<file path="config.mk">
export PLATFORM = sky130hd
export DESIGN_NAME = wb_stage
export DESIGN_NICKNAME = d
export VERILOG_FILES = /design/src/rtl/lsu_pkg.sv /design/src/rtl/wb_stage.sv
export SDC_FILE = /design/constraint.sdc
export NUM_CORES = 2
export LEC_CHECK = 0
export BUFFER_PORTS_ARGS = -buffer_cell sky130_fd_sc_hd__buf_2
export CORE_MARGIN = 2
export CORE_UTILIZATION = 30
export CTS_BUF_LIST = sky130_fd_sc_hd__clkbuf_8
export CTS_CLUSTER_DIAMETER = 40
export DETAILED_ROUTE_END_ITERATION = 7
export GPL_TIMING_DRIVEN = 0
export PLACE_DENSITY = 0.57
export SLEW_MARGIN = 10
export SYNTH_ARGS = -nofsm -noshare
export SYNTH_HDL_FRONTEND = slang
export SYNTH_SLANG_ARGS = --single-unit
</file>
<file path="constraint.sdc">
create_clock -name clk -period 2.2 [get_ports clk]
set_input_delay 0.33 -clock clk [delete_from_list [all_inputs] [get_ports clk]]
set_output_delay 0.33 -clock clk [all_outputs]
set_load 0.005 [all_outputs]
</file>
<file path="src/rtl/lsu_pkg.sv">
`default_nettype none

package lsu_pkg;

    localparam int DATA_W = 32;  // data and byte address width
    localparam int REG_AW = 5;   // 32 general registers
    localparam int RAM_AW = 8;   // word index into data_ram

    // addi plus the load/store subset
    typedef enum logic [3:0] {
        OP_ADDI,
        OP_LB,
        OP_LBU,
        OP_LH,
        OP_LHU,
        OP_LW,
        OP_LWL,
        OP_LWR,
        OP_SB,
        OP_SH,
        OP_SW,
        OP_SWL,
        OP_SWR
    } mem_op_e;

    // mips exccode values for address errors
    typedef enum logic [4:0] {
        EXC_NONE = 5'd0,
        EXC_ADEL = 5'd4,  // load or fetch
        EXC_ADES = 5'd5   // store
    } exc_code_e;

endpackage

`default_nettype wire

</file>
<file path="src/rtl/wb_stage.sv">
`timescale 1ns/1ps
`default_nettype none

module wb_stage (
    input  wire                           clk,
    input  wire                           reset,
    // from mem
    input  wire                           ms_to_ws_valid,
    output logic                          ws_allowin,
    input  wire lsu_pkg::mem_op_e         ms_op,
    input  wire  [lsu_pkg::REG_AW-1:0]    ms_dest,
    input  wire                           ms_gr_we,
    input  wire  [lsu_pkg::DATA_W-1:0]    ms_result,
    input  wire                           ms_ex,
    input  wire lsu_pkg::exc_code_e       ms_exc_code,
    // register file read ports
    input  wire  [lsu_pkg::REG_AW-1:0]    rf_raddr1,
    input  wire  [lsu_pkg::REG_AW-1:0]    rf_raddr2,
    output logic [lsu_pkg::DATA_W-1:0]    rf_rdata1,
    output logic [lsu_pkg::DATA_W-1:0]    rf_rdata2,
    // retire port
    output logic                          ret_valid,
    input  wire                           ret_ready,
    output lsu_pkg::mem_op_e              ret_op,
    output logic [lsu_pkg::REG_AW-1:0]    ret_dest,
    output logic                          ret_we,
    output logic [lsu_pkg::DATA_W-1:0]    ret_data,
    output logic                          ret_ex,
    output lsu_pkg::exc_code_e            ret_exc_code
);
    import lsu_pkg::*;

    logic              ws_valid;
    logic              rf_we;
    logic              pend_hit1;
    logic              pend_hit2;
    logic [DATA_W-1:0] rf [2**REG_AW];

    assign ws_allowin = !ws_valid || ret_ready;
    assign ret_valid  = ws_valid;

    always_ff @(posedge clk) begin
        if (reset) begin
            ws_valid <= 1'b0;
        end else if (ws_allowin) begin
            ws_valid <= ms_to_ws_valid;
        end
    end

    always_ff @(posedge clk) begin
        if (ms_to_ws_valid && ws_allowin) begin
            ret_op       <= ms_op;
            ret_dest     <= ms_dest;
            ret_we       <= ms_gr_we;  // already low for stores, faults and r0
            ret_data     <= ms_result;
            ret_ex       <= ms_ex;
            ret_exc_code <= ms_exc_code;
        end
    end

    // commit on the retire handshake
    assign rf_we = ws_valid && ret_ready && ret_we;

    always_ff @(posedge clk) begin
        if (reset) begin
            for (int i = 0; i < 2**REG_AW; i++) begin
                rf[i] <= '0;
            end
        end else if (rf_we) begin
            rf[ret_dest] <= ret_data;
        end
    end

    // a held write shows on the read ports before it commits
    assign pend_hit1 = ws_valid && ret_we && ret_dest == rf_raddr1;
    assign pend_hit2 = ws_valid && ret_we && ret_dest == rf_raddr2;

    assign rf_rdata1 = (rf_raddr1 == '0) ? '0 : pend_hit1 ? ret_data : rf[rf_raddr1];
    assign rf_rdata2 = (rf_raddr2 == '0) ? '0 : pend_hit2 ? ret_data : rf[rf_raddr2];

endmodule

`default_nettype wire

</file>
==> run metrics <==
status complete, but fails checks; failing checks negative setup slack; area grow syn2layout 23.5%; remaining global-route overflow 0; Hold Crit Class input port to flop; DR vias 41,400; Pwr per Cell Area 697 nW/µm²; dpl hpwl 182 mm; commonest non-fill, non-tap cell in the layout edfxtp_1; slowest stage delay, CP 0.96 ns; worst hold margin 0.0594 ns; fmax 278 MHz; IO Count 176; CP most frequent cell buf_2; slew margin rel. 5.97%; largest net degree at the start of global routing 49; CTS H-tree lvls 4; Synth Area in XOR/XNOR 0.155%; Post-DRT Antenna Nets 0; R2R cell count 7; Min-Delay Path Depth 2; CP Class input port to primary output; area of the core between 150,000 and 200,000 µm²; # DRC 0; total power about 49,000 µW; Synth Area in Compound Gates 5.54%; sequential area share after synthesis between 50 and 60%; filler cell count in the final layout 17,500; Bufs and invs on worst path 4; max-slew violations 0; multi-input logic area 24,800 µm²; slowest CP cell clkbuf_1; Flop pwr share 48.5%; gpl congestion around 1.0; placed cell areas 60,900 µm²; total clock sinks 1,073; actual slew at the worst max-slew pin 1.41 ns; Fin Setup TNS -563.82 ns; global-route wire length before repair 344 mm; vias in the first global route 40,100; delay-heaviest family, CP buffers and inverters; minimum clock period 3.60 ns; Sequential cell area 32,200 µm²; die area approximately 190,000 µm²; critical path depth 9; max capacitance violation total 0; P_int 34,600 µW; post-synthesis mux area share around a fifth; final instance area 69,900 µm²; average size of a mapped cell 14.7 µm²; worst slack at placement -2.45 ns; distinct cell type count after synthesis 51; Sw Ratio around 29%; synthesized instance count between 3,000 and 4,000; die height between 400 and 500 µm; PortBufs 170; Post-synth top flop edfxtp_1; Pre-antenna DRT Iters 6; Clock Path Buffers 3; WL final 262 mm; simple logic cell fraction of the synthesized area 13.5%; TritonCTS clock tree built; #FFs+latches synth 1,073; reg2reg setup slack -0.50 ns; DR iter-0 viols 6,524; die width ~440 µm; CP cell instances buf_2 -> nor2b_1 -> buf_1 -> clkbuf_1 -> a22oi_1 -> nand2_1 -> a21oi_1 -> o21ai_4 -> buf_2; most frequent cells in the layout edfxtp_1 (1,072), and2_1 (1,028), mux4_2 (400); hold violation count in the final report 0; CP max FO 10; row cnt 159; gr usage total 26.5%; period utilization 163%; Root Buffer clkbuf_8; VDD IR max 0.435 mV; main combinational cell family by area after synthesis multiplexers; async set-or-reset flop fraction in the synthesized netlist 0%; Clk pwr share 36.7%; Post-Syn Nets 3,923; Final WS setup -1.40 ns; fraction of final layout cells sized beyond drive strength 1 32.5%; CTS Buf Count 180; Crit path arrival time 3.27 ns; Gate power share between 10% and 20%; Nets about 4,500; EDFF count, synth 1,072; Clock Pin Slew Worst Setup and Hold Paths 0.06 ns; required time worst endpoint between 1.5 and 2 ns; Critical Path Sink Type primary output; Critical Path Source Type input port; net switching power figure between 10,000 and 15,000 µW; Ys Warns 0; RSZ-0062 raised after global routing yes; Initial Util 30.2%; Lkg Pwr 0.0254 µW; clk_lat worst skew 0.97 ns; routed vias/inst 5.85; drt wl/cell about 37 µm; Post-Synth Adder-Cell Area 0%; Final Skew 0.0529 ns; Setup violations, final between 1,500 and 2,000; initial antenna violation count 16; synthesized cell area 56,600 µm²
[sequential cells by signal, indices dropped and copies added (netlist names)]
name and count:
ret_data 32, ret_dest 5, ret_we 1, rf 1024
ret_exc_code 5, ret_valid 1, ret_ex 1, ret_op 4
[path summary, 6_finish.rpt]
kind                          from                       to
max                   rf_raddr1[2]             rf_rdata1[5]
min                  ms_result[29]   ret_data[29]$_DFFE_PP_
max reg2reg  ret_dest[0]$_DFFE_PP_  rf[6][30]$_SDFFCE_PN0P_
min reg2reg  ret_data[8]$_DFFE_PP_   rf[4][8]$_SDFFCE_PN0P_
[kinds of logic after synthesis]
kind of cell    after synthesis
flops                      1073
mux                         649
compound gates              437
simple gates               1269
buf+inv                     423
xor+xnor                     10
[layer usage]
metal	track usage, %	up-vias	part of all wire [%]
met4	22.4	4	10
li1	-	16100	-
met1	31.9	21400	34
met2	40.3	3094	44
met3	6.10	835	11
met5	0	-	0.0088
[through the flow]
stage,instances,utilization (%)
2_1_floorplan,3861,-
3_3_place_gp,6526,32.4
3_5_place_dp,6528,32.5
4_1_cts,7044,36.8
5_1_grt,7079,37.3
6_report,7082,37.3
[final cells by class]
type,count,share of cell area [%]
antenna,6,0.0215
clock inverter,138,1.28
sequential,1073,46.1
multi-input combinational,2388,35.4
buffer,407,3.61
inverter,11,0.0591
clock buffer,181,3.56
tap,2495,4.46
timing repair buffer,383,5.52
[repair_timing]
action	in CTS	in global routing
setup buffers	129	28
cloned	24	6
setup endpoints to repair	2127	2038
pin swaps	82	49
gates resized for setup	488	131
hold buffers	49	0
endpoints found under the hold margin	49	0
[Yosys cell counts (10+ instances only)]
| library cell | instances | area, µm² |
|---|---|---|
| edfxtp_1 | 1072 | 32200 |
| and2_1 | 1029 | 6440 |
| mux4_2 | 400 | 9010 |
| clkbuf_1 | 288 | 1080 |
| mux2i_1 | 172 | 1720 |
| o22ai_1 | 95 | 594 |
| nor2_1 | 88 | 330 |
| a21oi_1 | 78 | 390 |
| a22o_1 | 74 | 648 |
| a22oi_1 | 67 | 503 |
| mux2_2 | 59 | 664 |
| buf_2 | 54 | 270 |
| buf_4 | 37 | 278 |
| o221ai_1 | 32 | 280 |
| or2_2 | 32 | 200 |
| a2111oi_0 | 31 | 272 |
| nor4_1 | 31 | 194 |
| nand2_1 | 25 | 93.8 |
| nor3_1 | 23 | 115 |
| o21ai_0 | 21 | 105 |
| mux2_1 | 18 | 203 |
| buf_6 | 17 | 191 |
| buf_1 | 15 | 56.3 |
| a211oi_1 | 10 | 75.1 |
| o21ai_1 | 10 | 50.1 |
[power groups by stage]
stage	Sequential (µW)	Combinational, µW	Clock, µW
after floorplan	23800	3060	0
after global placement	24000	5740	0
after detailed placement	24100	5760	0
after CTS	23600	6730	17800
after global routing	23700	7170	18600
final	23700	7190	17900
No activity file was read; power rests on OpenSTA's default activity.
