$ cat src/rtl/lsu_pkg.sv
`default_nettype none

package lsu_pkg;

    localparam int DATA_W = 32;  // data and byte address width
    localparam int REG_AW = 5;   // 32 general registers
    localparam int RAM_AW = 8;   // word index into data_ram

    // addi plus the load/store subset
    typedef enum logic [3:0] {
        OP_ADDI,
        OP_LB,
        OP_LBU,
        OP_LH,
        OP_LHU,
        OP_LW,
        OP_LWL,
        OP_LWR,
        OP_SB,
        OP_SH,
        OP_SW,
        OP_SWL,
        OP_SWR
    } mem_op_e;

    // mips exccode values for address errors
    typedef enum logic [4:0] {
        EXC_NONE = 5'd0,
        EXC_ADEL = 5'd4,  // load or fetch
        EXC_ADES = 5'd5   // store
    } exc_code_e;

endpackage

`default_nettype wire

$ cat src/rtl/load_align.sv
`timescale 1ns/1ps
`default_nettype none

module load_align (
    input  wire lsu_pkg::mem_op_e       op,
    input  wire  [1:0]                  addr_low,
    input  wire  [lsu_pkg::DATA_W-1:0]  rdata,
    input  wire  [lsu_pkg::DATA_W-1:0]  rt_value,
    output logic [lsu_pkg::DATA_W-1:0]  load_data
);
    import lsu_pkg::*;

    logic [7:0]        byte_sel;
    logic [15:0]       half_sel;
    logic [DATA_W-1:0] lwl_data;
    logic [DATA_W-1:0] lwr_data;

    assign byte_sel = rdata[{addr_low, 3'b000} +: 8];
    assign half_sel = addr_low[1] ? rdata[31:16] : rdata[15:0];  // addr_low[0] is 0 here

    // lwl: memory bytes up to the address fill the top of rt
    assign lwl_data = (rdata << {~addr_low, 3'b000})
                    | (rt_value & (32'h00ff_ffff >> {addr_low, 3'b000}));

    // lwr: memory bytes from the address fill the bottom of rt
    assign lwr_data = (rdata >> {addr_low, 3'b000})
                    | (rt_value & ~(32'hffff_ffff >> {addr_low, 3'b000}));

    always_comb begin
        case (op)
            OP_LB:   load_data = {{24{byte_sel[7]}}, byte_sel};
            OP_LBU:  load_data = {24'd0, byte_sel};
            OP_LH:   load_data = {{16{half_sel[15]}}, half_sel};
            OP_LHU:  load_data = {16'd0, half_sel};
            OP_LWL:  load_data = lwl_data;
            OP_LWR:  load_data = lwr_data;
            default: load_data = rdata;  // lw
        endcase
    end

endmodule

`default_nettype wire

$ cat src/rtl/mem_stage.sv
`timescale 1ns/1ps
`default_nettype none

module mem_stage (
    input  wire                           clk,
    input  wire                           reset,
    // from exe
    input  wire                           es_to_ms_valid,
    output logic                          ms_allowin,
    input  wire lsu_pkg::mem_op_e         es_op,
    input  wire  [lsu_pkg::REG_AW-1:0]    es_dest,
    input  wire                           es_gr_we,
    input  wire  [lsu_pkg::DATA_W-1:0]    es_result,
    input  wire  [lsu_pkg::DATA_W-1:0]    es_rt_value,
    input  wire                           es_ex,
    input  wire lsu_pkg::exc_code_e       es_exc_code,
    input  wire  [lsu_pkg::DATA_W-1:0]    ram_rdata,
    // to wb
    input  wire                           ws_allowin,
    output logic                          ms_to_ws_valid,
    output lsu_pkg::mem_op_e              ms_op,
    output logic [lsu_pkg::REG_AW-1:0]    ms_dest,
    output logic                          ms_gr_we,
    output logic [lsu_pkg::DATA_W-1:0]    ms_result,
    output logic                          ms_ex,
    output lsu_pkg::exc_code_e            ms_exc_code,
    // bypass to exe
    output logic                          ms_fwd_valid,
    output logic [lsu_pkg::REG_AW-1:0]    ms_fwd_dest,
    output logic [lsu_pkg::DATA_W-1:0]    ms_fwd_data
);
    import lsu_pkg::*;

    logic              ms_valid;
    logic              gr_we_r;
    logic [DATA_W-1:0] exe_result_r;  // address or addi sum
    logic [DATA_W-1:0] rt_value_r;
    logic [DATA_W-1:0] load_data;
    logic              is_load;

    assign ms_allowin     = !ms_valid || ws_allowin;
    assign ms_to_ws_valid = ms_valid;

    always_ff @(posedge clk) begin
        if (reset) begin
            ms_valid <= 1'b0;
        end else if (ms_allowin) begin
            ms_valid <= es_to_ms_valid;
        end
    end

    always_ff @(posedge clk) begin
        if (es_to_ms_valid && ms_allowin) begin
            ms_op        <= es_op;
            ms_dest      <= es_dest;
            gr_we_r      <= es_gr_we;
            exe_result_r <= es_result;
            rt_value_r   <= es_rt_value;
            ms_ex        <= es_ex;
            ms_exc_code  <= es_exc_code;
        end
    end

    load_align u_load_align (
        .op        (ms_op),
        .addr_low  (exe_result_r[1:0]),
        .rdata     (ram_rdata),
        .rt_value  (rt_value_r),
        .load_data (load_data)
    );

    assign is_load   = ms_op inside {OP_LB, OP_LBU, OP_LH, OP_LHU, OP_LW, OP_LWL, OP_LWR};
    // a faulting load keeps its address as the result
    assign ms_result = (is_load && !ms_ex) ? load_data : exe_result_r;
    assign ms_gr_we  = gr_we_r && !ms_ex;

    assign ms_fwd_valid = ms_valid && ms_gr_we;
    assign ms_fwd_dest  = ms_dest;
    assign ms_fwd_data  = ms_result;

endmodule

`default_nettype wire

$ cat config.mk
export PLATFORM = sky130hd
export DESIGN_NAME = mem_stage
export DESIGN_NICKNAME = d
export VERILOG_FILES = /design/src/rtl/lsu_pkg.sv /design/src/rtl/load_align.sv /design/src/rtl/mem_stage.sv
export SDC_FILE = /design/constraint.sdc
export NUM_CORES = 1
export LEC_CHECK = 0
export BUFFER_PORTS_ARGS = -buffer_cell sky130_fd_sc_hd__buf_4
export CAP_MARGIN = 20
export CORE_ASPECT_RATIO = 0.7
export CORE_UTILIZATION = 50
export CTS_CLUSTER_DIAMETER = 30
export DETAILED_ROUTE_END_ITERATION = 6
export GPL_ROUTABILITY_DRIVEN = 0
export HOLD_SLACK_MARGIN = 0.03
export PLACE_DENSITY = 0.83
export SYNTH_ARGS = -nofsm -noshare
export SYNTH_HDL_FRONTEND = slang
export SYNTH_SLANG_ARGS = --single-unit
$ cat constraint.sdc
create_clock -name clk -period 3.55 [get_ports clk]
set_input_delay 0.1775 -clock clk [delete_from_list [all_inputs] [get_ports clk]]
set_output_delay 0.1775 -clock clk [all_outputs]
set_load 0.01 [all_outputs]
==> results of run 1 <==
[how the worst min path moves through the flow]
stage | cells past startpoint | slack, ns | to
6_report | 1 | 0.04 | rt_value_r[17]
5_1_grt | 1 | 0.03 | rt_value_r[17]
4_1_cts | 1 | 0.03 | rt_value_r[17]
3_5_place_dp | 2 | 0.34 | ms_to_ws_valid
3_3_place_gp | 2 | 0.33 | ms_to_ws_valid
2_1_floorplan | 1 | 0.25 | ms_to_ws_valid
[per-layer routing]
metal	global-route usage, %	share of wire, %	up-vias
met4	9.52	2.1	0
li1	-	-	2334
met1	43.7	41	2523
met3	9.22	12	46
met5	0	0	-
met2	52.8	45	384
[what timing repair did]
action                     CTS  global route
hold buffers                80             0
setup buffers                0             1
hold endpoints to repair    80             0
setup endpoints to repair    0             8
[power breakdown]
part           total, W  internal [W]  switching [W]  leakage (nW)
combinational  0.000777      0.000395       0.000381          2.14
clock          0.000904      0.000488       0.000416         0.141
sequential      0.00116       0.00112      0.0000358         0.782
[layout by cell type (no fill, tap or decap), drive strengths merged, types with 7 or more instances in the layout]
cell type	Yosys	routed
a211o	9	9
dlygate4sd3	0	80
o221a	9	9
mux2i	39	39
edfxtp	80	80
o221ai	8	8
buf	66	214
nand2	27	27
a2111oi	7	7
nor3	17	17
a211oi	18	18
o211ai	19	19
o22a	7	7
nor2	29	29
a21oi	10	10
nand3	14	14
or3	8	8
mux4	17	17
clkbuf	14	9
and4	7	7
mux2	8	8
o21ai	17	17
nand4	8	8
a22oi	9	9
inv	2	7
a221o	7	7
[per-stage QoR]
step           utilization, %  instance area [sq um]  hold WS (ns)
2_1_floorplan               -                   5460         0.247
3_3_place_gp             64.2                   6730         0.331
3_5_place_dp             64.2                   6730         0.336
4_1_cts                  74.6                   7810        0.0348
5_1_grt                  74.7                   7820        0.0320
6_report                 74.7                   7830        0.0438
[worst max-delay path: stages (launching register included)]
cell	delay (ns)
edfxtp_1	0.65
or2_1	0.51
a211o_1	0.62
a2111oi_0	0.41
a221o_1	0.27
buf_4	0.15
[state kept, by name, summed over array words and instances (netlist names)]
register        count
ms_dest             5
ms_exc_code         5
gr_we_r             1
ms_ex               1
exe_result_r       32
ms_op               4
rt_value_r         32
ms_to_ws_valid      1
[final cells by class]
type / instances / area share, %
repair buffers: 294 / 30.8
flip-flops and latches: 81 / 31.0
diodes: 2 / 0.0639
clock buffers: 9 / 2.88
multi-input cells: 318 / 32.3
inverters: 2 / 0.0959
clock inverters: 7 / 0.751
well taps: 132 / 2.11
[kinds of logic (layout without fill, tap and decap cells)]
| kind of cell | count (synthesis) | count (layout) | share of synthesized area, % |
|---|---|---|---|
| flip-flops | 81 | 81 | 44.3 |
| multiplexers | 64 | 64 | 15.8 |
| AO/OA/AOI/OAI | 122 | 122 | 17.7 |
| AND/OR/NAND/NOR | 131 | 131 | 12.7 |
| buffers and inverters | 82 | 312 | 9.39 |
| XOR/XNOR | 1 | 1 | 0.160 |
| other | 0 | 2 | 0 |
==> results.md, run 1 <==
- Tcrit/Tclk final: 88.3%
- PwrDens: 362 mW/mm^2
- Hpwl dp: 12,700 um
- R2r endpoint: rt_value_r[8]
- Synth top area share: a little over two fifths
- Syn nets: 597
- Run status: finished, final reports clean
- Initial antenna violation count: 2
- Sequential-to-total area share from yosys stat: 44.3%
- Top cell type by total area after synthesis: edfxtp_1
- Fin. Hold Viols: 0
- Root Driver: clkbuf_16
- Storage element area: approximately 0.0024 sq mm
- Filler cells: roughly 700
- Hold Crit Start: es_rt_value[17]
- Minimum clock period: approximately 3.1 ns
- Core footprint: approximately 0.010 sq mm
- Worst slew pin tran: around 1.1 ns
- Ratio of cells with drive above 1 in the final layout: 38.4%
- Clock Latency Late Sink: 0.35 ns
- Clock sinks: about 80
- Final setup margin: around 0.41 ns
- Synth cell types: 47
- Placed insts: between 700 and 800
- Most frequent cells after synthesis: edfxtp_1 (80), buf_4 (42), mux2i_1 (39)
- Post-synth EDFFs: 80
- Rel. slew slack: 29.4%
- Synth area leaders: edfxtp_1 (44%), mux2i_1 (7.1%), mux4_2 (7.0%), buf_4 (5.8%), o211ai_1 (2.6%)
- Max-slew violations: 0
- H-tree depth: 3
- Port bufs: approximately 200
- Number of global-route vias before repair: slightly above 5k
- Most frequent cell after synthesis: edfxtp_1
- Drt total wl: around 18,000 um
- Cts bufs inserted: 9
- Die Y: approximately 89 um
- CTS Buffer Depth: 2
- RR Startpoint: ms_to_ws_valid
- Post-CTS Resized: 0
- Startpoint Class: register
- Starting density of the core: 52.2%
- Async SR Flop Fraction: 0%
- TNS Setup: 0 ns
- CTS tree: yes
- Drt pass-1 iters: 6
- End of the critical path: ms_result[6]
- Cell Count, Final, Fillers Out: around 850
- Detail Route Antenna Nets: 0
- WS Path Type: reg2out
- Number of remaining DRC errors: 0
- Netlist Area Pre-Place: 0.00546 sq mm
- First-pass GRT wire length: 27,600 um
- Die W: 127 um
- Synth Instances: 481
- Pre-CTS WS: about 0.64 ns
- Setup violations, final: 0
- Crit Path Max Fanout: 17
- Crit. End Element: output port
- RSZ-0062 raised after global routing: no
- Area of the multi-input gates: between 0.002 and 0.003 sq mm
- Min-delay worst type: in2reg
- Req. time, crit path: 3.37 ns
- Reg-to-reg setup timing slack: roughly 1.8 ns
- Worst VDD drop: ~0.00027 V
- Clock-pin slew on the worst setup and hold paths: 0.07 ns
- Synthesis-stage register bit count: a little over 80
- Routed vias: approximately 5.3k
- Total of max-cap violations: 0
- Lkg Pwr: just over 3 nW
- Synth Area per Inst: 11.4 sq um
- Largest net degree at the start of global routing: between 80 and 90
- Remaining global-route overflow: 0
- Worst Path Arrival: roughly 3 ns
- All-Layer GR Usage: 32.8%
- R2R depth: 2
- First DRT Iteration DRCs: ~770
- Final net count: just over 800
- Vias/cell: about 6.3
- Routed length per instance: approximately 22 um
- Area Growth Syn to Fin: 43.2%
- Overall Power: 0.00284 W
- Layout Skew: approximately 0.007 ns
- Worst Setup SP: ms_op[1]
- Fmax: around 0.32 GHz
- Row count: 31
- Syn. warnings: 0
- Die area: about 0.011 sq mm
- Number of I/O pins: 204
- Top FF cell, synth: edfxtp_1
No activity file was read; power rests on OpenSTA's default activity.
==> inputs of run 2 (changes only) <==
- ABC_CLOCK_PERIOD_IN_PS: default -> 3550
- GPL_TIMING_DRIVEN: default -> 1
- PLACE_DENSITY: 0.83 -> 0.81
==> results.md, run 2 (synthesis gave the netlist of run 1 again) <==
- Drt total wl: 18,200 um
- Fmax: about 0.3 GHz
- Crit. End Element: output port
- Final net count: just over 800
- Layout Skew: between 0.005 and 0.006 ns
- First DRT Iteration DRCs: 833
- CP max stage delay: roughly 0.6 ns
- Routed vias: approximately 5.2k
- Row count: 31
- Rel. slew slack: between 20 and 30%
- Lkg Pwr: a little over 3 nW
- Clock Latency Late Sink: roughly 0.35 ns
- Die area: between 0.01 and 0.015 sq mm
- Min-delay worst type: in2reg
- Die W: roughly 130 um
- Number of global-route vias before repair: slightly below 5k
- PwrDens: 363 mW/mm^2
- Initial antenna violation count: 0
- WS Path Type: reg2out
- Starting density of the core: 52.2%
- Die Y: roughly 89 um
- Drt pass-1 iters: 5
- Hpwl dp: between 10,000 and 15,000 um
- Total of max-cap violations: 0
- Port bufs: roughly 200
- CTS Buffer Depth: 2
- Worst Path Arrival: approximately 3.1 ns
- Post-CTS Resized: 0
- RSZ-0062 raised after global routing: no
- Number of remaining DRC errors: 0
- First-pass GRT wire length: between 20,000 and 30,000 um
- Number of I/O pins: between 200 and 250
- All-Layer GR Usage: 31.9%
- Largest net degree at the start of global routing: about 80
- Most frequent cells in the layout: buf_4 (213), dlygate4sd3_1 (81), edfxtp_1 (80), mux2i_1 (39)
- Vias/cell: 6.22
- Worst slew pin tran: about 1.1 ns
- Core footprint: 0.0105 sq mm
- Routed length per instance: approximately 22 um
- Max-slew violations: 0
- Startpoint Class: register
- Ant. Diodes: 0
- Area Growth Syn to Fin: 43.1%
- Minimum clock period: roughly 3.3 ns
- Run status: finished, final reports clean
- TNS Setup: 0 ns
- Delay-heaviest family, CP: compound AO/OA/AOI/OAI gates
- CP most frequent cell: buf_4
- Clock-pin slew on the worst setup and hold paths: roughly 0.07 ns
- Remaining global-route overflow: 0
- Pre-CTS WS: between 0.8 and 0.9 ns
- Detail Route Antenna Nets: 0
- Fin util: about 75%
- Cts bufs inserted: 9
- Fin Hold WS: roughly 0.078 ns
- Critical path's slowest cell: a211o_1
- Tcrit/Tclk final: approximately nine tenths
- Buffers and inverters on the worst path: 2
- Crit Path Max Fanout: 20
- Req. time, crit path: 3.37 ns
- H-tree depth: 3
- Setup violations, final: 0
- CTS tree: yes
- Commonest non-fill, non-tap cell in the layout: buf_4
- Final setup margin: approximately 0.29 ns
- Crit-path cells: buf_4, or2_1, a211o_1, a2111oi_0, a221o_1, buf_4
- Biggest regs: exe_result_r x32, rt_value_r x32
- Ratio of cells with drive above 1 in the final layout: a little under two fifths
- Fin. Hold Viols: 0
- Worst VDD drop: 0.000286 V
- Clock sinks: 81
- Root Driver: clkbuf_16
-- run 2: worst register-to-register path, cell delays in order (launching register included) --
cell,delay [ns]
dfxtp_1,0.33
nand2b_1,0.11
and2_4,0.83
-- run 2: power breakdown --
group          switching (W)  internal [W]  total [W]
registers          0.0000322       0.00112    0.00115
clock network       0.000425      0.000487   0.000912
logic               0.000381      0.000395   0.000776
-- run 2: per-stage QoR --
step           instance area (sq um)  power (W)  std cells
5_1_grt                         7820    0.00292        843
3_3_place_gp                    6730    0.00184        746
4_1_cts                         7820    0.00283        843
3_5_place_dp                    6730    0.00186        746
6_report                        7820    0.00284        843
2_1_floorplan                   5460    0.00157        481
-- run 2: worst paths after layout --
path / from / endpoint / slack [ns] / depth (start not counted)
worst max register to register: ms_to_ws_valid / exe_result_r[7] / 1.82 / 2
worst min-delay path: es_to_ms_valid / ms_to_ws_valid / 0.08 / 3
worst min register to register: ms_to_ws_valid / ms_to_ws_valid / 0.55 / 2
worst max-delay path: ms_op[1] / ms_result[4] / 0.29 / 6
-- run 2: cell type report --
type	count	area, sq um
clock buffer	9	225
sequential	81	2420
multi-input combinational	318	2530
clock inverter	7	58.8
fill	678	2650
timing repair buffer	294	2410
inverter	2	7.51
tap	132	165
-- run 2: repair_timing --
item | in CTS | in global routing
setup buffers | 0 | 0
hold buffers | 81 | 0
endpoints found under the hold margin | 81 | 0
-- run 2: per-layer routing --
metal  vias up  routed length, um  track usage (%)
met5         -                  0                0
met4         0                374             9.74
met3        32               2240             8.32
met2       399               8400             52.6
met1      2483               7170             41.9
li1       2329                  -                -
==> inputs of run 3 (changes only) <==
==> constraint.sdc (replaced) <==
create_clock -name clk -period 3.55 [get_ports clk]
set_input_delay 0.71 -clock clk [delete_from_list [all_inputs] [get_ports clk]]
set_output_delay 0.71 -clock clk [all_outputs]
set_load 0.01 [all_outputs]
==> results.md, run 3 (synthesis gave the netlist of run 1 again) <==
- Run status: finished, final reports clean
- Number of global-route vias before repair: 4,666
- Starting density of the core: between 50% and 60%
- Total of max-cap violations: 0
- First DRT Iteration DRCs: 617
- Storage element area: 0.00242 sq mm
- Clock Latency Late Sink: approximately 0.35 ns
- Commonest non-fill, non-tap cell in the layout: buf_4
- Row count: 31
- Overall Power: approximately 0.0029 W
- Drt total wl: approximately 17,000 um
- Vias/cell: 6.48
- Largest net degree at the start of global routing: 86
- TNS Setup: 0 ns
- RSZ-0062 raised after global routing: no
- Port bufs: 203
- Lkg Pwr: roughly 2.8 nW
- Finished Cell Area: 0.00712 sq mm
- Number of remaining DRC errors: 0
- Initial antenna violation count: 2
- Pre-CTS WS: between 0.3 and 0.4 ns
- Fmax: approximately 0.30 GHz
- Rel. slew slack: between 20 and 30%
- Crit-path cells: or2_1, nor2_2, buf_4, nor2_1, a211oi_1, buf_4
- Worst slew pin tran: between 1 and 1.5 ns
- Fin. Hold Viols: 0
- Cts bufs inserted: 9
- WS Path Type: reg2out
- Root Driver: clkbuf_16
- Area Growth Syn to Fin: 30.3%
- All-Layer GR Usage: between 20% and 30%
- CTS Buffer Depth: 2
- Layout Skew: roughly 0.011 ns
- Die Y: ~89 um
- Max-slew violations: 0
- Reg-to-reg setup timing slack: 1.81 ns
- Setup violations, final: 0
- Placed cell area: slightly below 0.007 sq mm
- Filler cells: 826
- CP max stage delay: roughly 0.54 ns
- Hpwl dp: 12,000 um
- H-tree depth: 3
- Final setup margin: about 0.17 ns
- Number of I/O pins: slightly above 200
- Ratio of cells with drive above 1 in the final layout: between 40% and 50%
- Min-delay worst type: in2reg
- Worst VDD drop: between 0.0003 and 0.0004 V
- Tcrit/Tclk final: a little over nine tenths
- Delay-heaviest family, CP: simple AND/OR/NAND/NOR gates
- Routed vias: 4,978
- First-pass GRT wire length: approximately 25,000 um
- Critical path's slowest cell: edfxtp_1
- End of the critical path: ms_fwd_data[19]
- Most frequent cells in the layout: buf_4 (217), edfxtp_1 (80), mux2i_1 (39), nor2_1 (27), nand2_1 (27)
- Ant. Diodes: 0
- Worst Setup SP: ms_op[3]
- Core footprint: approximately 0.010 sq mm
- CTS tree: yes
- Hold buffer count at cts: 0
- Detail Route Antenna Nets: 0
- Fin util: 68.0%
- Drt pass-1 iters: 5
- Minimum clock period: ~3.4 ns
- Biggest regs: exe_result_r x32, rt_value_r x32
- Post-CTS Resized: 0
- Clock-pin slew on the worst setup and hold paths: ~0.070 ns
- Crit. End Element: output port
- R2r endpoint: exe_result_r[8]
- Die area: between 0.01 and 0.015 sq mm
- Remaining global-route overflow: 0
- Crit Path Max Fanout: 25
- PwrDens: 402 mW/mm^2
- Req. time, crit path: around 2.8 ns
- CP most frequent cell: buf_4
- Worst Path Arrival: about 2.7 ns
- Area of the multi-input gates: approximately 0.0025 sq mm
- Routed length per instance: around 22 um
- Buffers and inverters on the worst path: 2
- Clock sinks: approximately 80
- Die W: 127 um
- Worst path depth: 6
- Final net count: 747
- Startpoint Class: register
- RR Startpoint: ms_to_ws_valid
- R2R depth: 2
[run 3: changes by cell type in the layout (fill, tap and decap cells not counted)]
cell           delta
clkinv_4          -1
dlygate4sd3_1    -81
clkinv_8          +1
buf_4             +4
clkbuf_8          +1
inv_6             -1
buf_12            +2
bufinv_16         +1
clkinv_1          -1
[run 3: repair_timing]
action                     CTS  global route
setup endpoints to repair    0            30
hold endpoints to repair     0             0
buffers inserted             0             4
[run 3: where the power goes]
group | total (W) | leakage [nW] | internal (W) | switching (W)
Clock | 0.00100 | 0.158 | 0.000582 | 0.000422
Combinational | 0.000707 | 1.84 | 0.000345 | 0.000362
Sequential | 0.00115 | 0.782 | 0.00112 | 0.0000292
Total | 0.00286 | 2.78 | 0.00205 | 0.000813
[run 3: area by class of cell]
cell class / count / area share [%]
Multi-Input combinational cell: 318 / 35.6
Sequential cell: 81 / 34.0
Clock buffer: 10 / 3.36
Inverter: 2 / 0.105
Timing Repair Buffer: 219 / 23.4
Clock inverter: 6 / 1.18
Tap cell: 132 / 2.32
[run 3: per-stage QoR]
step | instances | hold WS, ns
floorplan | 481 | 0.601
global placement | 748 | 0.516
detailed placement | 748 | 0.545
CTS | 764 | 0.500
global route | 768 | 0.510
finish | 768 | 0.504
[run 3: worst min-delay path by stage]
stage,from,endpoint,cells past startpoint
3_3_place_gp,ms_to_ws_valid,ms_to_ws_valid,2
5_1_grt,reset,ms_to_ws_valid,2
3_5_place_dp,ms_to_ws_valid,ms_to_ws_valid,2
6_report,reset,ms_to_ws_valid,2
2_1_floorplan,ms_to_ws_valid,ms_to_ws_valid,2
4_1_cts,reset,ms_to_ws_valid,2
[run 3: routing by layer]
| layer | global-route usage [%] | vias to the layer above | part of all wire (%) |
|---|---|---|---|
| met5 | 0 | - | 0.15 |
| met4 | 12.4 | 4 | 2.3 |
| met3 | 11.5 | 49 | 14 |
| met2 | 47.2 | 378 | 45 |
| met1 | 36.4 | 2368 | 38 |
| li1 | - | 2179 | - |
[run 3: worst register-to-register path: cells and delay by family, from the launching register on]
family,cells,cell delay [ns]
DFF,1,0.33
and+or+nand+nor,2,0.97
