<file path="src/rtl/lsu_pkg.sv">
`default_nettype none

package lsu_pkg;

    localparam int DATA_W = 32;  // data and byte address width
    localparam int REG_AW = 5;   // 32 general registers
    localparam int RAM_AW = 8;   // word index into data_ram

    // addi plus the load/store subset
    typedef enum logic [3:0] {
        OP_ADDI,
        OP_LB,
        OP_LBU,
        OP_LH,
        OP_LHU,
        OP_LW,
        OP_LWL,
        OP_LWR,
        OP_SB,
        OP_SH,
        OP_SW,
        OP_SWL,
        OP_SWR
    } mem_op_e;

    // mips exccode values for address errors
    typedef enum logic [4:0] {
        EXC_NONE = 5'd0,
        EXC_ADEL = 5'd4,  // load or fetch
        EXC_ADES = 5'd5   // store
    } exc_code_e;

endpackage

`default_nettype wire

</file>
<file path="src/rtl/exe_stage.sv">
`timescale 1ns/1ps
`default_nettype none

module exe_stage (
    input  wire                           clk,
    input  wire                           reset,
    // issue port
    input  wire                           in_valid,
    output logic                          in_allowin,
    input  wire lsu_pkg::mem_op_e         in_op,
    input  wire  [lsu_pkg::REG_AW-1:0]    in_rs,
    input  wire  [lsu_pkg::REG_AW-1:0]    in_rt,
    input  wire  [lsu_pkg::REG_AW-1:0]    in_dest,
    input  wire  [15:0]                   in_imm,
    // register file read
    output logic [lsu_pkg::REG_AW-1:0]    rf_raddr1,
    output logic [lsu_pkg::REG_AW-1:0]    rf_raddr2,
    input  wire  [lsu_pkg::DATA_W-1:0]    rf_rdata1,
    input  wire  [lsu_pkg::DATA_W-1:0]    rf_rdata2,
    // bypass from mem
    input  wire                           ms_fwd_valid,
    input  wire  [lsu_pkg::REG_AW-1:0]    ms_fwd_dest,
    input  wire  [lsu_pkg::DATA_W-1:0]    ms_fwd_data,
    // to mem
    input  wire                           ms_allowin,
    output logic                          es_to_ms_valid,
    output lsu_pkg::mem_op_e              es_op,
    output logic [lsu_pkg::REG_AW-1:0]    es_dest,
    output logic                          es_gr_we,
    output logic [lsu_pkg::DATA_W-1:0]    es_result,
    output logic [lsu_pkg::DATA_W-1:0]    es_rt_value,
    output logic                          es_ex,
    output lsu_pkg::exc_code_e            es_exc_code,
    // data ram request
    output logic                          ram_en,
    output logic [3:0]                    ram_wen,
    output logic [lsu_pkg::RAM_AW-1:0]    ram_addr,
    output logic [lsu_pkg::DATA_W-1:0]    ram_wdata
);
    import lsu_pkg::*;

    logic              es_valid;
    logic [REG_AW-1:0] rs_r;
    logic [REG_AW-1:0] rt_r;
    logic [15:0]       imm_r;
    logic [DATA_W-1:0] rs_value;
    logic [1:0]        addr_low;
    logic              is_load;
    logic              is_store;

    assign in_allowin     = !es_valid || ms_allowin;  // never waits on its own
    assign es_to_ms_valid = es_valid;

    always_ff @(posedge clk) begin
        if (reset) begin
            es_valid <= 1'b0;
        end else if (in_allowin) begin
            es_valid <= in_valid;
        end
    end

    always_ff @(posedge clk) begin
        if (in_valid && in_allowin) begin
            es_op   <= in_op;
            rs_r    <= in_rs;
            rt_r    <= in_rt;
            es_dest <= in_dest;
            imm_r   <= in_imm;
        end
    end

    // operand read, the younger mem result wins over the register file
    assign rf_raddr1   = rs_r;
    assign rf_raddr2   = rt_r;
    assign rs_value    = (ms_fwd_valid && ms_fwd_dest == rs_r) ? ms_fwd_data : rf_rdata1;
    assign es_rt_value = (ms_fwd_valid && ms_fwd_dest == rt_r) ? ms_fwd_data : rf_rdata2;

    assign es_result = rs_value + {{(DATA_W-16){imm_r[15]}}, imm_r};  // address or addi sum
    assign addr_low  = es_result[1:0];

    assign is_load  = es_op inside {OP_LB, OP_LBU, OP_LH, OP_LHU, OP_LW, OP_LWL, OP_LWR};
    assign is_store = es_op inside {OP_SB, OP_SH, OP_SW, OP_SWL, OP_SWR};
    assign es_gr_we = (es_op == OP_ADDI || is_load) && es_dest != '0;

    // alignment check, partial-word ops never fault
    always_comb begin
        case (es_op)
            OP_LH, OP_LHU, OP_SH: es_ex = addr_low[0];
            OP_LW, OP_SW:         es_ex = addr_low != 2'b00;
            default:              es_ex = 1'b0;
        endcase
        if (!es_ex) begin
            es_exc_code = EXC_NONE;
        end else if (is_store) begin
            es_exc_code = EXC_ADES;
        end else begin
            es_exc_code = EXC_ADEL;
        end
    end

    assign ram_en   = es_valid && (is_load || is_store) && !es_ex && ms_allowin;
    assign ram_addr = es_result[RAM_AW+1:2];

    // byte lanes and store data placement
    always_comb begin
        ram_wen   = 4'b0000;  // loads write nothing
        ram_wdata = es_rt_value;
        case (es_op)
            OP_SB: begin
                ram_wen   = 4'b0001 << addr_low;
                ram_wdata = {4{es_rt_value[7:0]}};
            end
            OP_SH: begin
                ram_wen   = addr_low[1] ? 4'b1100 : 4'b0011;
                ram_wdata = {2{es_rt_value[15:0]}};
            end
            OP_SW: ram_wen = 4'b1111;
            OP_SWL: begin
                // top bytes of rt go to the address and below
                ram_wen   = {addr_low == 2'd3, addr_low[1], addr_low != 2'd0, 1'b1};
                ram_wdata = es_rt_value >> {~addr_low, 3'b000};
            end
            OP_SWR: begin
                ram_wen   = 4'b1111 << addr_low;
                ram_wdata = es_rt_value << {addr_low, 3'b000};
            end
            default: ram_wen = 4'b0000;
        endcase
    end

endmodule

`default_nettype wire

</file>
<file path="config.mk">
export PLATFORM = sky130hd
export DESIGN_NAME = exe_stage
export DESIGN_NICKNAME = d
export VERILOG_FILES = /design/src/rtl/lsu_pkg.sv /design/src/rtl/exe_stage.sv
export SDC_FILE = /design/constraint.sdc
export NUM_CORES = 1
export LEC_CHECK = 0
export ABC_AREA = 0
export BUFFER_PORTS_ARGS = -buffer_cell sky130_fd_sc_hd__clkbuf_2
export CORE_MARGIN = 4
export CORE_UTILIZATION = 41
export CTS_CLUSTER_SIZE = 24
export DETAILED_ROUTE_END_ITERATION = 8
export PLACE_DENSITY = 0.83
export SLEW_MARGIN = 10
export SYNTH_ARGS = -nofsm -noshare
export SYNTH_HDL_FRONTEND = slang
export SYNTH_SLANG_ARGS = --single-unit
</file>
<file path="constraint.sdc">
create_clock -name clk -period 5.5 [get_ports clk]
set_input_delay 1.1 -clock clk [delete_from_list [all_inputs] [get_ports clk]]
set_output_delay 1.1 -clock clk [all_outputs]
set_load 0.01 [all_outputs]
</file>
==> impl_metrics.json, run 1 <==
{
  "status": "complete, no violations",
  "area_growth_syn_to_layout_pct": 52.1,
  "firstDrtPassIters": 5,
  "fin_total_pwr_mw": 1.50,
  "htreeDepth": 2,
  "yosysTopAreaCellShare_pct": 20.1,
  "nets": 1155,
  "skew_ns": 0.00234,
  "cts_tree": "yes",
  "cts_inserted_buffers": 5,
  "syn_area_per_cell_um2": 8.21,
  "antenna_found_initial": 0,
  "wl_mm": 23.1,
  "rsz0062_at_grt": "true",
  "path_clk_slew_ns": 0.05,
  "core_area_um2": 12300,
  "synth_ff_type": "edfxtp_1",
  "synth_largest_area_cell": "edfxtp_1",
  "hold_class": "flop to flop",
  "synthesis.area_um2": 5230,
  "rr_startpoint": "es_to_ms_valid",
  "die_x_um": 121,
  "drt-vias-per-instance": 5.75,
  "n_antenna_cell": 0,
  "synth_most_common_cell": "nand2_1",
  "drive_gt1_share_pct": 49.4,
  "leakage_nw": 3.77,
  "synthTopCellsByArea": "edfxtp_1 (20%), mux2i_1 (7.7%), mux2_2 (7.5%)",
  "place_hpwl_mm": 18.4,
  "portBuffers": 274,
  "clock_tree.buffer_depth": 2,
  "initial_core_util_pct": 42.7,
  "worst_slew_pin_slew_ns": 0.802,
  "p_per_area_nw_per_um2": 189,
  "ioPinCount": 278,
  "dieHeight_um": 121,
  "reg2regPathDepth": 2,
  "fmax_mhz": 183,
  "final_max_slew_viol_count": 0,
  "dp_cells": 1130,
  "fin_crit_ns": 5.47,
  "start_kind": "input port",
  "final_cells": 1151,
  "dieArea_um2": 14600,
  "grt_usage_pct": 29.0,
  "synthArstFlopShare_pct": 0,
  "ys_seq_elements": 36,
  "fin_util_pct": 64.9,
  "synth-edff-count": 35,
  "grt_pass1_vias": 6331,
  "drcViolationCount": 0,
  "slew-limit-headroom_pct": 46.5,
  "clk_latency_ns": 0.29,
  "post_drt_wl_per_cell_um": 20.1,
  "min_period_over_period_pct": 99.5,
  "synth_cell_types": 66,
  "critPathRequiredTime_ns": 4.40,
  "via_count": 6620,
  "min-delay-start": "es_to_ms_valid",
  "ir_worst_vdd_mv": 0.201,
  "crit_path_end_kind": "primary output",
  "rrSetupSlack_ns": 3.99,
  "cts-root-buf": "clkbuf_16",
  "yosys_warnings": 0,
  "cap_violations": 0,
  "criticalPathCategory": "input port to primary output",
  "ant_nets": 0,
  "routabilityCongestion": 1.00,
  "arrival_ns": 4.37,
  "grt_max_degree": 36,
  "synth_commonest_cells": "nand2_1 (70), inv_1 (44), mux2i_1 (40)",
  "hold_end": "es_to_ms_valid",
  "grt-ovfl-total": 0,
  "yosysSeqAreaShare_pct": 20.5,
  "cts_sinks": 36,
  "hold_depth": 2,
  "path_max_fanout": 6,
  "r2r_end": "imm_r[15]",
  "setup_viol": 0,
  "drt_iter0_markers": 637,
  "hold_violations": 0,
  "std_cell_rows": 40,
  "grt_pass1_wl_mm": 33.6,
  "synth_cells": 637
}
metrics by stage:
| stage | setup TNS [ns] | hold WS, ns | setup slack, ns | cell area [µm²] |
|---|---|---|---|---|
| after global routing | -1.24 | 0.571 | -0.162 | 7960 |
| after detailed placement | -1.89 | 0.544 | -0.263 | 7300 |
| final | 0 | 0.552 | 0.0270 | 7960 |
| after floorplan | 0 | 0.605 | 0.0442 | 5260 |
| after CTS | 0 | 0.552 | 0.00142 | 7640 |
| after global placement | -1.75 | 0.521 | -0.258 | 7300 |
kinds of logic after synthesis:
group           share of synthesized area (%)
compound gates                           25.5
simple gates                             14.1
buf+inv                                  8.25
mux                                      16.8
xor+xnor                                 7.03
flops                                    20.5
fa+ha+maj                                7.80
other cells                            0.0717
timing repair:
item                                    CTS  global route
hold buffers                              0             0
resized for setup                        23            58
gates cloned                              1             1
pin swaps                                12            12
endpoints found under the setup margin   20            30
buffers inserted                          6             5
worst max-delay path, cell delays in order:
cell,delay [ns]
buf_6,0.10
xor2_1,0.14
nor4_1,0.27
and3_4,0.28
mux2_4,0.32
ha_4,0.17
fa_2,0.36
a21o_1,0.19
a221oi_2,0.24
buf_4,0.17
a2bb2oi_4,0.18
o21ai_4,0.11
o211a_1,0.23
o211a_1,0.23
xor2_2,0.14
buf_2,0.14
placed cells by master, fill, tap and decap left out, drive strengths merged, types with 24 or more instances in the layout:
| cell type | Yosys | routed |
|---|---|---|
| edfxtp | 35 | 35 |
| ha | 31 | 31 |
| xnor2 | 24 | 24 |
| clkbuf | 21 | 273 |
| a21oi | 39 | 39 |
| inv | 46 | 46 |
| mux2i | 45 | 45 |
| o21ai | 35 | 35 |
| mux2 | 36 | 36 |
| buf | 23 | 112 |
| nand2 | 70 | 70 |
how the worst max path moves through the flow:
stage,startpoint,end,slack [ns],cells after the start
after CTS,ms_fwd_dest[3],es_result[24],0.001,16
final,ms_fwd_dest[3],es_result[30],0.03,16
after floorplan,ms_fwd_dest[2],es_result[30],0.04,15
after global placement,ms_fwd_dest[2],es_result[27],-0.26,15
after detailed placement,ms_fwd_dest[3],es_result[27],-0.26,15
after global routing,ms_fwd_dest[3],es_result[30],-0.16,16
layout make-up:
type                    instances  area (µm²)
fillers                      1009        4310
multi-input cells             512        4120
repair buffers                380        2240
flip-flops and latches         36        1070
well taps                     168         210
inverters                      47         176
clock buffers                   5         125
clock inverters                 3        18.8
where the power goes:
group	leakage [nW]	internal [mW]	total (mW)	switching [mW]
Clock	0.0736	0.167	0.280	0.113
Sequential	0.347	0.321	0.341	0.0192
Combinational	3.35	0.401	0.883	0.483
layer usage:
layer	global-route usage [%]	vias up	wire length (µm)
li1	-	3075	-
met1	35.1	3058	8660
met2	48.7	424	11000
met3	5.13	63	2350
met4	15.6	0	1090
met5	0	-	0
registers in the layout, indices dropped and copies added (netlist names):
name / cells
es_to_ms_valid: 1
es_dest: 5
rf_raddr1: 5
rf_raddr2: 5
imm_r: 16
es_op: 4
No activity file was read; power rests on OpenSTA's default activity.
==> run 2, diff against run 1 <==
Settings changed: ABC_AREA 0 to default, CORE_UTILIZATION 41 to 47, PLACE_DENSITY 0.83 to 0.89.
Clock period 5.5 ns to 5.31 ns, I/O delays scaled along.
==> run 2 against run 1 <==
Final cell count fell by 1.3%; the flow now finishes with violations (setup timing); wire length increased by 4.6%; register-to-register slack worse by 0.05 ns; via count rose by 3.5%; sequential share of layout area decreased by 0.25 points; non-clock buffer count grew 13; clock skew about the same; power is 1.7% higher; global-route usage rose by 5.5 points; largest cell class unchanged; die area down 12%; clock power is 30% lower; critical path depth fell by 1.
==> impl_metrics.json, run 2 (synthesized netlist as in run 1, its figures left out) <==
{
  "status": "complete, but fails checks",
  "violations": "setup timing",
  "htreeDepth": 2,
  "path_max_fanout": 6,
  "clk_latency_ns": 0.29,
  "std_cell_rows": 38,
  "skew_ns": 0.00234,
  "cts_inserted_buffers": 5,
  "start_kind": "input port",
  "grt_max_degree": 36,
  "cp_slowest_stage_delay_ns": 0.36,
  "drcViolationCount": 0,
  "ir_worst_vdd_mv": 0.315,
  "ant_nets": 0,
  "largest_register_ffs": 16,
  "criticalPathCategory": "input port to primary output",
  "whs_ns": 0.598,
  "cap_violations": 0,
  "crit_path_end_kind": "primary output",
  "wl_mm": 24.2,
  "p_per_area_nw_per_um2": 189,
  "dieHeight_um": 113,
  "slew-limit-headroom_pct": 48.3,
  "leakage_nw": 3.85,
  "final_common_cell": "clkbuf_2",
  "fin_crit_ns": 5.49,
  "n_antenna_cell": 0,
  "portBuffers": 274,
  "critPathRequiredTime_ns": 4.25,
  "area_growth_syn_to_layout_pct": 55.0,
  "hold_buffers": 0,
  "reg2regPathDepth": 3,
  "hold_class": "flop to flop",
  "drt-vias-per-instance": 6.03,
  "most-common-layout-cells": "clkbuf_2 (257), buf_4 (109), nand2_1 (69)",
  "setup_slack_ns": -0.184,
  "crit_chain": "buf_8 > xor2_2 > nor4_2 > and3_4 > mux2_4 > ha_4 > fa_2 > a21o_1 > a221oi_4 > a2bb2oi_4 > o21ai_4 > a21o_1 > a31oi_1 > xnor2_1 > buf_2",
  "grt_usage_pct": 34.5,
  "via_count": 6850,
  "hold_depth": 2,
  "cts_tree": "yes",
  "dp_cells": 1110,
  "worst_slew_pin_slew_ns": 0.775,
  "ioPinCount": 278,
  "core_area_um2": 10900,
  "slowest_stage": "fa_2",
  "path_clk_slew_ns": 0.07,
  "hold_violations": 0,
  "post_drt_wl_per_cell_um": 21.3,
  "nets": 1168,
  "cts_sinks": 36,
  "clock_tree.buffer_depth": 2,
  "rsz0062_at_grt": "true",
  "fmax_mhz": 182,
  "regMostFlops": "imm_r",
  "final_max_slew_viol_count": 0,
  "min_period_over_period_pct": 103,
  "initial_core_util_pct": 48.0,
  "grt_pass1_vias": 6756,
  "pre_cts_slack_ns": -0.305,
  "setup_viol": 13,
  "cts-root-buf": "clkbuf_8",
  "arrival_ns": 4.43,
  "drive_gt1_share_pct": 51.7,
  "drt_iter0_markers": 691,
  "dieArea_um2": 12900,
  "place_hpwl_mm": 18.6,
  "firstDrtPassIters": 9,
  "crit_top_cell": "a21o_1",
  "grt_pass1_wl_mm": 35.1,
  "grt-ovfl-total": 0,
  "final_cells": 1136,
  "die_x_um": 113,
  "routabilityCongestion": 0.980,
  "antenna_found_initial": 0
}
run 2: cell count changes in the layout (fill, tap and decap cells not counted), moves of 4 or more:
| cell | before | now |
|---|---|---|
| buf_2 | 5 | 16 |
| clkbuf_2 | 267 | 257 |
| buf_4 | 100 | 109 |
| clkbuf_16 | 6 | 0 |
| clkbuf_8 | 0 | 5 |
| a21oi_1 | 30 | 26 |
run 2: per-layer routing:
layer  wire [µm]  up-vias  global-route usage, %
li1            -     3096                      -
met4        1600        0                   20.9
met2       11700      494                   60.4
met1        8390     3159                   39.0
met5           0        -                      0
met3        2440      101                   6.05
run 2: power by group:
part,total [mW],switching [mW],leakage [nW],internal (mW)
Combinational,0.979,0.534,3.46,0.445
Sequential,0.354,0.0214,0.347,0.332
Clock,0.197,0.103,0.0424,0.0938
Total,1.53,0.658,3.85,0.871
run 2: final timing paths:
check | start | endpoint | slack (ns)
max | ms_fwd_dest[2] | es_result[28] | -0.18
min | es_to_ms_valid | es_to_ms_valid | 0.60
max reg2reg | es_to_ms_valid | imm_r[12] | 3.94
min reg2reg | es_to_ms_valid | es_to_ms_valid | 0.60
run 2: stage by stage:
step / setup TNS, ns / power [mW] / instance area (µm²) / utilization (%)
2_1_floorplan: 0 / 0.830 / 5260 / -
3_3_place_gp: -2.42 / 1.19 / 7340 / 67.4
3_5_place_dp: -5.01 / 1.20 / 7340 / 67.4
4_1_cts: -0.557 / 1.44 / 7750 / 71.2
5_1_grt: -3.18 / 1.60 / 8110 / 74.5
6_report: -1.29 / 1.53 / 8110 / 74.5
run 2: area by class of cell:
cell class,instances,area [µm²]
multi-input cells,512,4260
fillers,797,2780
repair buffers,393,2340
flip-flops and latches,36,1070
inverters,47,179
well taps,140,175
clock buffers,7,76.3
clock inverters,1,8.76
run 2: worst max-delay path: cells and delay by family:
kind,cells,cell delay (ns)
buf+inv,2,0.24
simple gates,2,0.56
fa+ha+maj,2,0.53
xor+xnor,2,0.31
mux,1,0.33
compound gates,6,1.39
run 2: repair_timing:
item	4_1_cts	5_1_grt
setup endpoints to repair	31	40
setup buffers	6	14
resized for setup	48	74
pin swaps	25	45
gates cloned	1	0
==> run 3, diff against run 2 <==
Settings changed: GPL_ROUTABILITY_DRIVEN from default to 0, SKIP_LAST_GASP from default to 1.
==> run 3 against run 2 <==
The run still ends with setup timing left; die area unchanged; count of clock-buffer cells in the layout decreased by 1; non-clock buffer count shrank 5; flip-flop and latch count stayed put; first-iteration DRC count decreased by 5.8%; global-route usage grew 0.65 points; worst hold slack better by 0.012 ns; clock skew is 0.0018 ns higher; critical path depth rose by 1; sequential share of layout area decreased by 0.17 points; combinational power up 2%; largest cell class unchanged; highest routed layer unchanged.
==> impl_metrics.json, run 3 (synthesized netlist as in run 1, its figures left out) <==
{
  "status": "complete, but fails checks",
  "violations": "setup timing",
  "arrival_ns": 4.35,
  "regMostFlops": "imm_r",
  "cap_violations": 0,
  "htreeDepth": 2,
  "seqCellArea_um2": 1070,
  "cp_slowest_stage_delay_ns": 0.34,
  "power_switching_uw": 665,
  "slowest_stage": "mux2_2",
  "final_max_slew_viol_count": 0,
  "multi_input_area_um2": 4380,
  "fin_crit_ns": 5.41,
  "rrSetupSlack_ns": 3.91,
  "cts_tree": "yes",
  "place_hpwl_mm": 18.4,
  "grt_pass1_wl_mm": 35.7,
  "cts_inserted_buffers": 5,
  "drt_iter0_markers": 651,
  "nets": 1163,
  "grt_usage_pct": 35.2,
  "leakage_nw": 3.86,
  "largest_register_ffs": 16,
  "dieArea_um2": 12900,
  "ioPinCount": 278,
  "antenna_found_initial": 0,
  "initial_core_util_pct": 48.0,
  "critPathBufInv": 4,
  "most-common-layout-cells": "clkbuf_2 (258), buf_4 (107), nand2_1 (69)",
  "firstDrtPassIters": 7,
  "worst_slew_pin_slew_ns": 0.752,
  "ir_worst_vdd_mv": 0.236,
  "final_common_cell": "clkbuf_2",
  "hold_class": "flop to flop",
  "skew_ns": 0.00419,
  "area_growth_syn_to_layout_pct": 57.1,
  "p_per_area_nw_per_um2": 193,
  "post_drt_wl_per_cell_um": 21.6,
  "rsz0062_at_grt": "true",
  "die_x_um": 113,
  "slew-limit-headroom_pct": 49.8,
  "clk_latency_ns": 0.30,
  "min_period_over_period_pct": 102,
  "hold_buffers": 0,
  "criticalPathCategory": "input port to primary output",
  "setup_viol": 5,
  "swShare_pct": 41.9,
  "path_max_fanout": 17,
  "cts_sinks": 36,
  "clockPowerShare_pct": 15.3,
  "wl_mm": 24.4,
  "crit_family": "compound AO/OA/AOI/OAI gates",
  "portBuffers": 274,
  "grt_max_degree": 36,
  "grt-ovfl-total": 0,
  "path_clk_slew_ns": 0.07,
  "drcViolationCount": 0,
  "fin_util_pct": 75.5,
  "drive_gt1_share_pct": 52.4,
  "pre_cts_slack_ns": -0.321,
  "clock_tree.buffer_depth": 2,
  "grt_pass1_vias": 6855,
  "dieHeight_um": 113,
  "setup_slack_ns": -0.105,
  "crit_path_end_kind": "primary output",
  "core_area_um2": 10900,
  "critPathRequiredTime_ns": 4.25,
  "fin_total_pwr_mw": 1.59,
  "ant_nets": 0,
  "fmax_mhz": 185,
  "drt-vias-per-instance": 6.07,
  "via_count": 6864,
  "internal_power_uw": 922,
  "start_kind": "input port",
  "hold_violations": 0,
  "fin_tns_setup_ns": -0.282,
  "power_frac_seq_pct": 22.1,
  "combinationalPowerShare_pct": 62.6,
  "crit_chain": "buf_6 > xor2_2 > nor4_2 > and3_4 > buf_12 > buf_12 > mux2_2 > ha_2 > a21oi_2 > o21ai_0 > a31oi_1 > nor4_1 > a211o_1 > a21oi_2 > xnor2_1 > clkbuf_2",
  "std_cell_rows": 38,
  "cts-root-buf": "clkbuf_8",
  "fill_cells": 770,
  "n_antenna_cell": 0
}
==> run 3: changes by cell type in the layout (fill, tap and decap cells not counted), sizes merged <==
cell,before,now
buf,136,130
bufinv,0,1
==> run 3: layout make-up <==
type | count | share of cell area [%]
clock buffer | 6 | 0.883
clock inverter | 2 | 0.426
inverter | 47 | 2.15
multi-input combinational | 512 | 53.3
sequential | 36 | 13.0
tap | 140 | 2.13
timing repair buffer | 388 | 28.1
==> run 3: worst reg2reg max path, stage by stage (launching register included) <==
cell and delay (ns):
dfxtp_1 0.34, nand2b_1 0.14, and2_1 0.14, buf_4 0.41
==> run 3: routing by layer <==
metal / global-route usage [%] / routed length [µm] / vias up
li1: - / - / 3091
met1: 38.6 / 8270 / 3123
met2: 60.9 / 11800 / 517
met3: 8.28 / 2610 / 133
met4: 22.0 / 1770 / 0
met5: 0 / 0 / -
==> run 3: power by group through the flow <==
stage	clock network (mW)	registers [mW]	logic, mW
after global placement	0	0.351	0.833
final	0.243	0.350	0.994
after floorplan	0	0.352	0.478
after CTS	0.243	0.348	0.900
after global routing	0.261	0.352	1.06
after detailed placement	0	0.352	0.849
==> run 3: stage by stage <==
stage | cells | hold WS [ns] | area, µm²
6_report | 1131 | 0.611 | 8220
4_1_cts | 1128 | 0.619 | 7860
3_5_place_dp | 1111 | 0.608 | 7340
2_1_floorplan | 639 | 0.605 | 5260
5_1_grt | 1131 | 0.676 | 8220
3_3_place_gp | 1111 | 0.549 | 7340
==> run 3: path summary, 6_finish.rpt <==
| path | cells past startpoint | from | end |
|---|---|---|---|
| setup / recovery | 16 | ms_fwd_dest[3] | es_result[29] |
| hold / removal | 2 | es_to_ms_valid | es_to_ms_valid |
| setup reg to reg | 3 | es_to_ms_valid | imm_r[13] |
| hold reg to reg | 2 | es_to_ms_valid | es_to_ms_valid |
==> run 3: timing repair <==
item,in CTS,in global routing
setup endpoints to repair,48,48
pin swaps,22,18
setup buffers,8,5
gates cloned,1,0
resized for setup,53,88
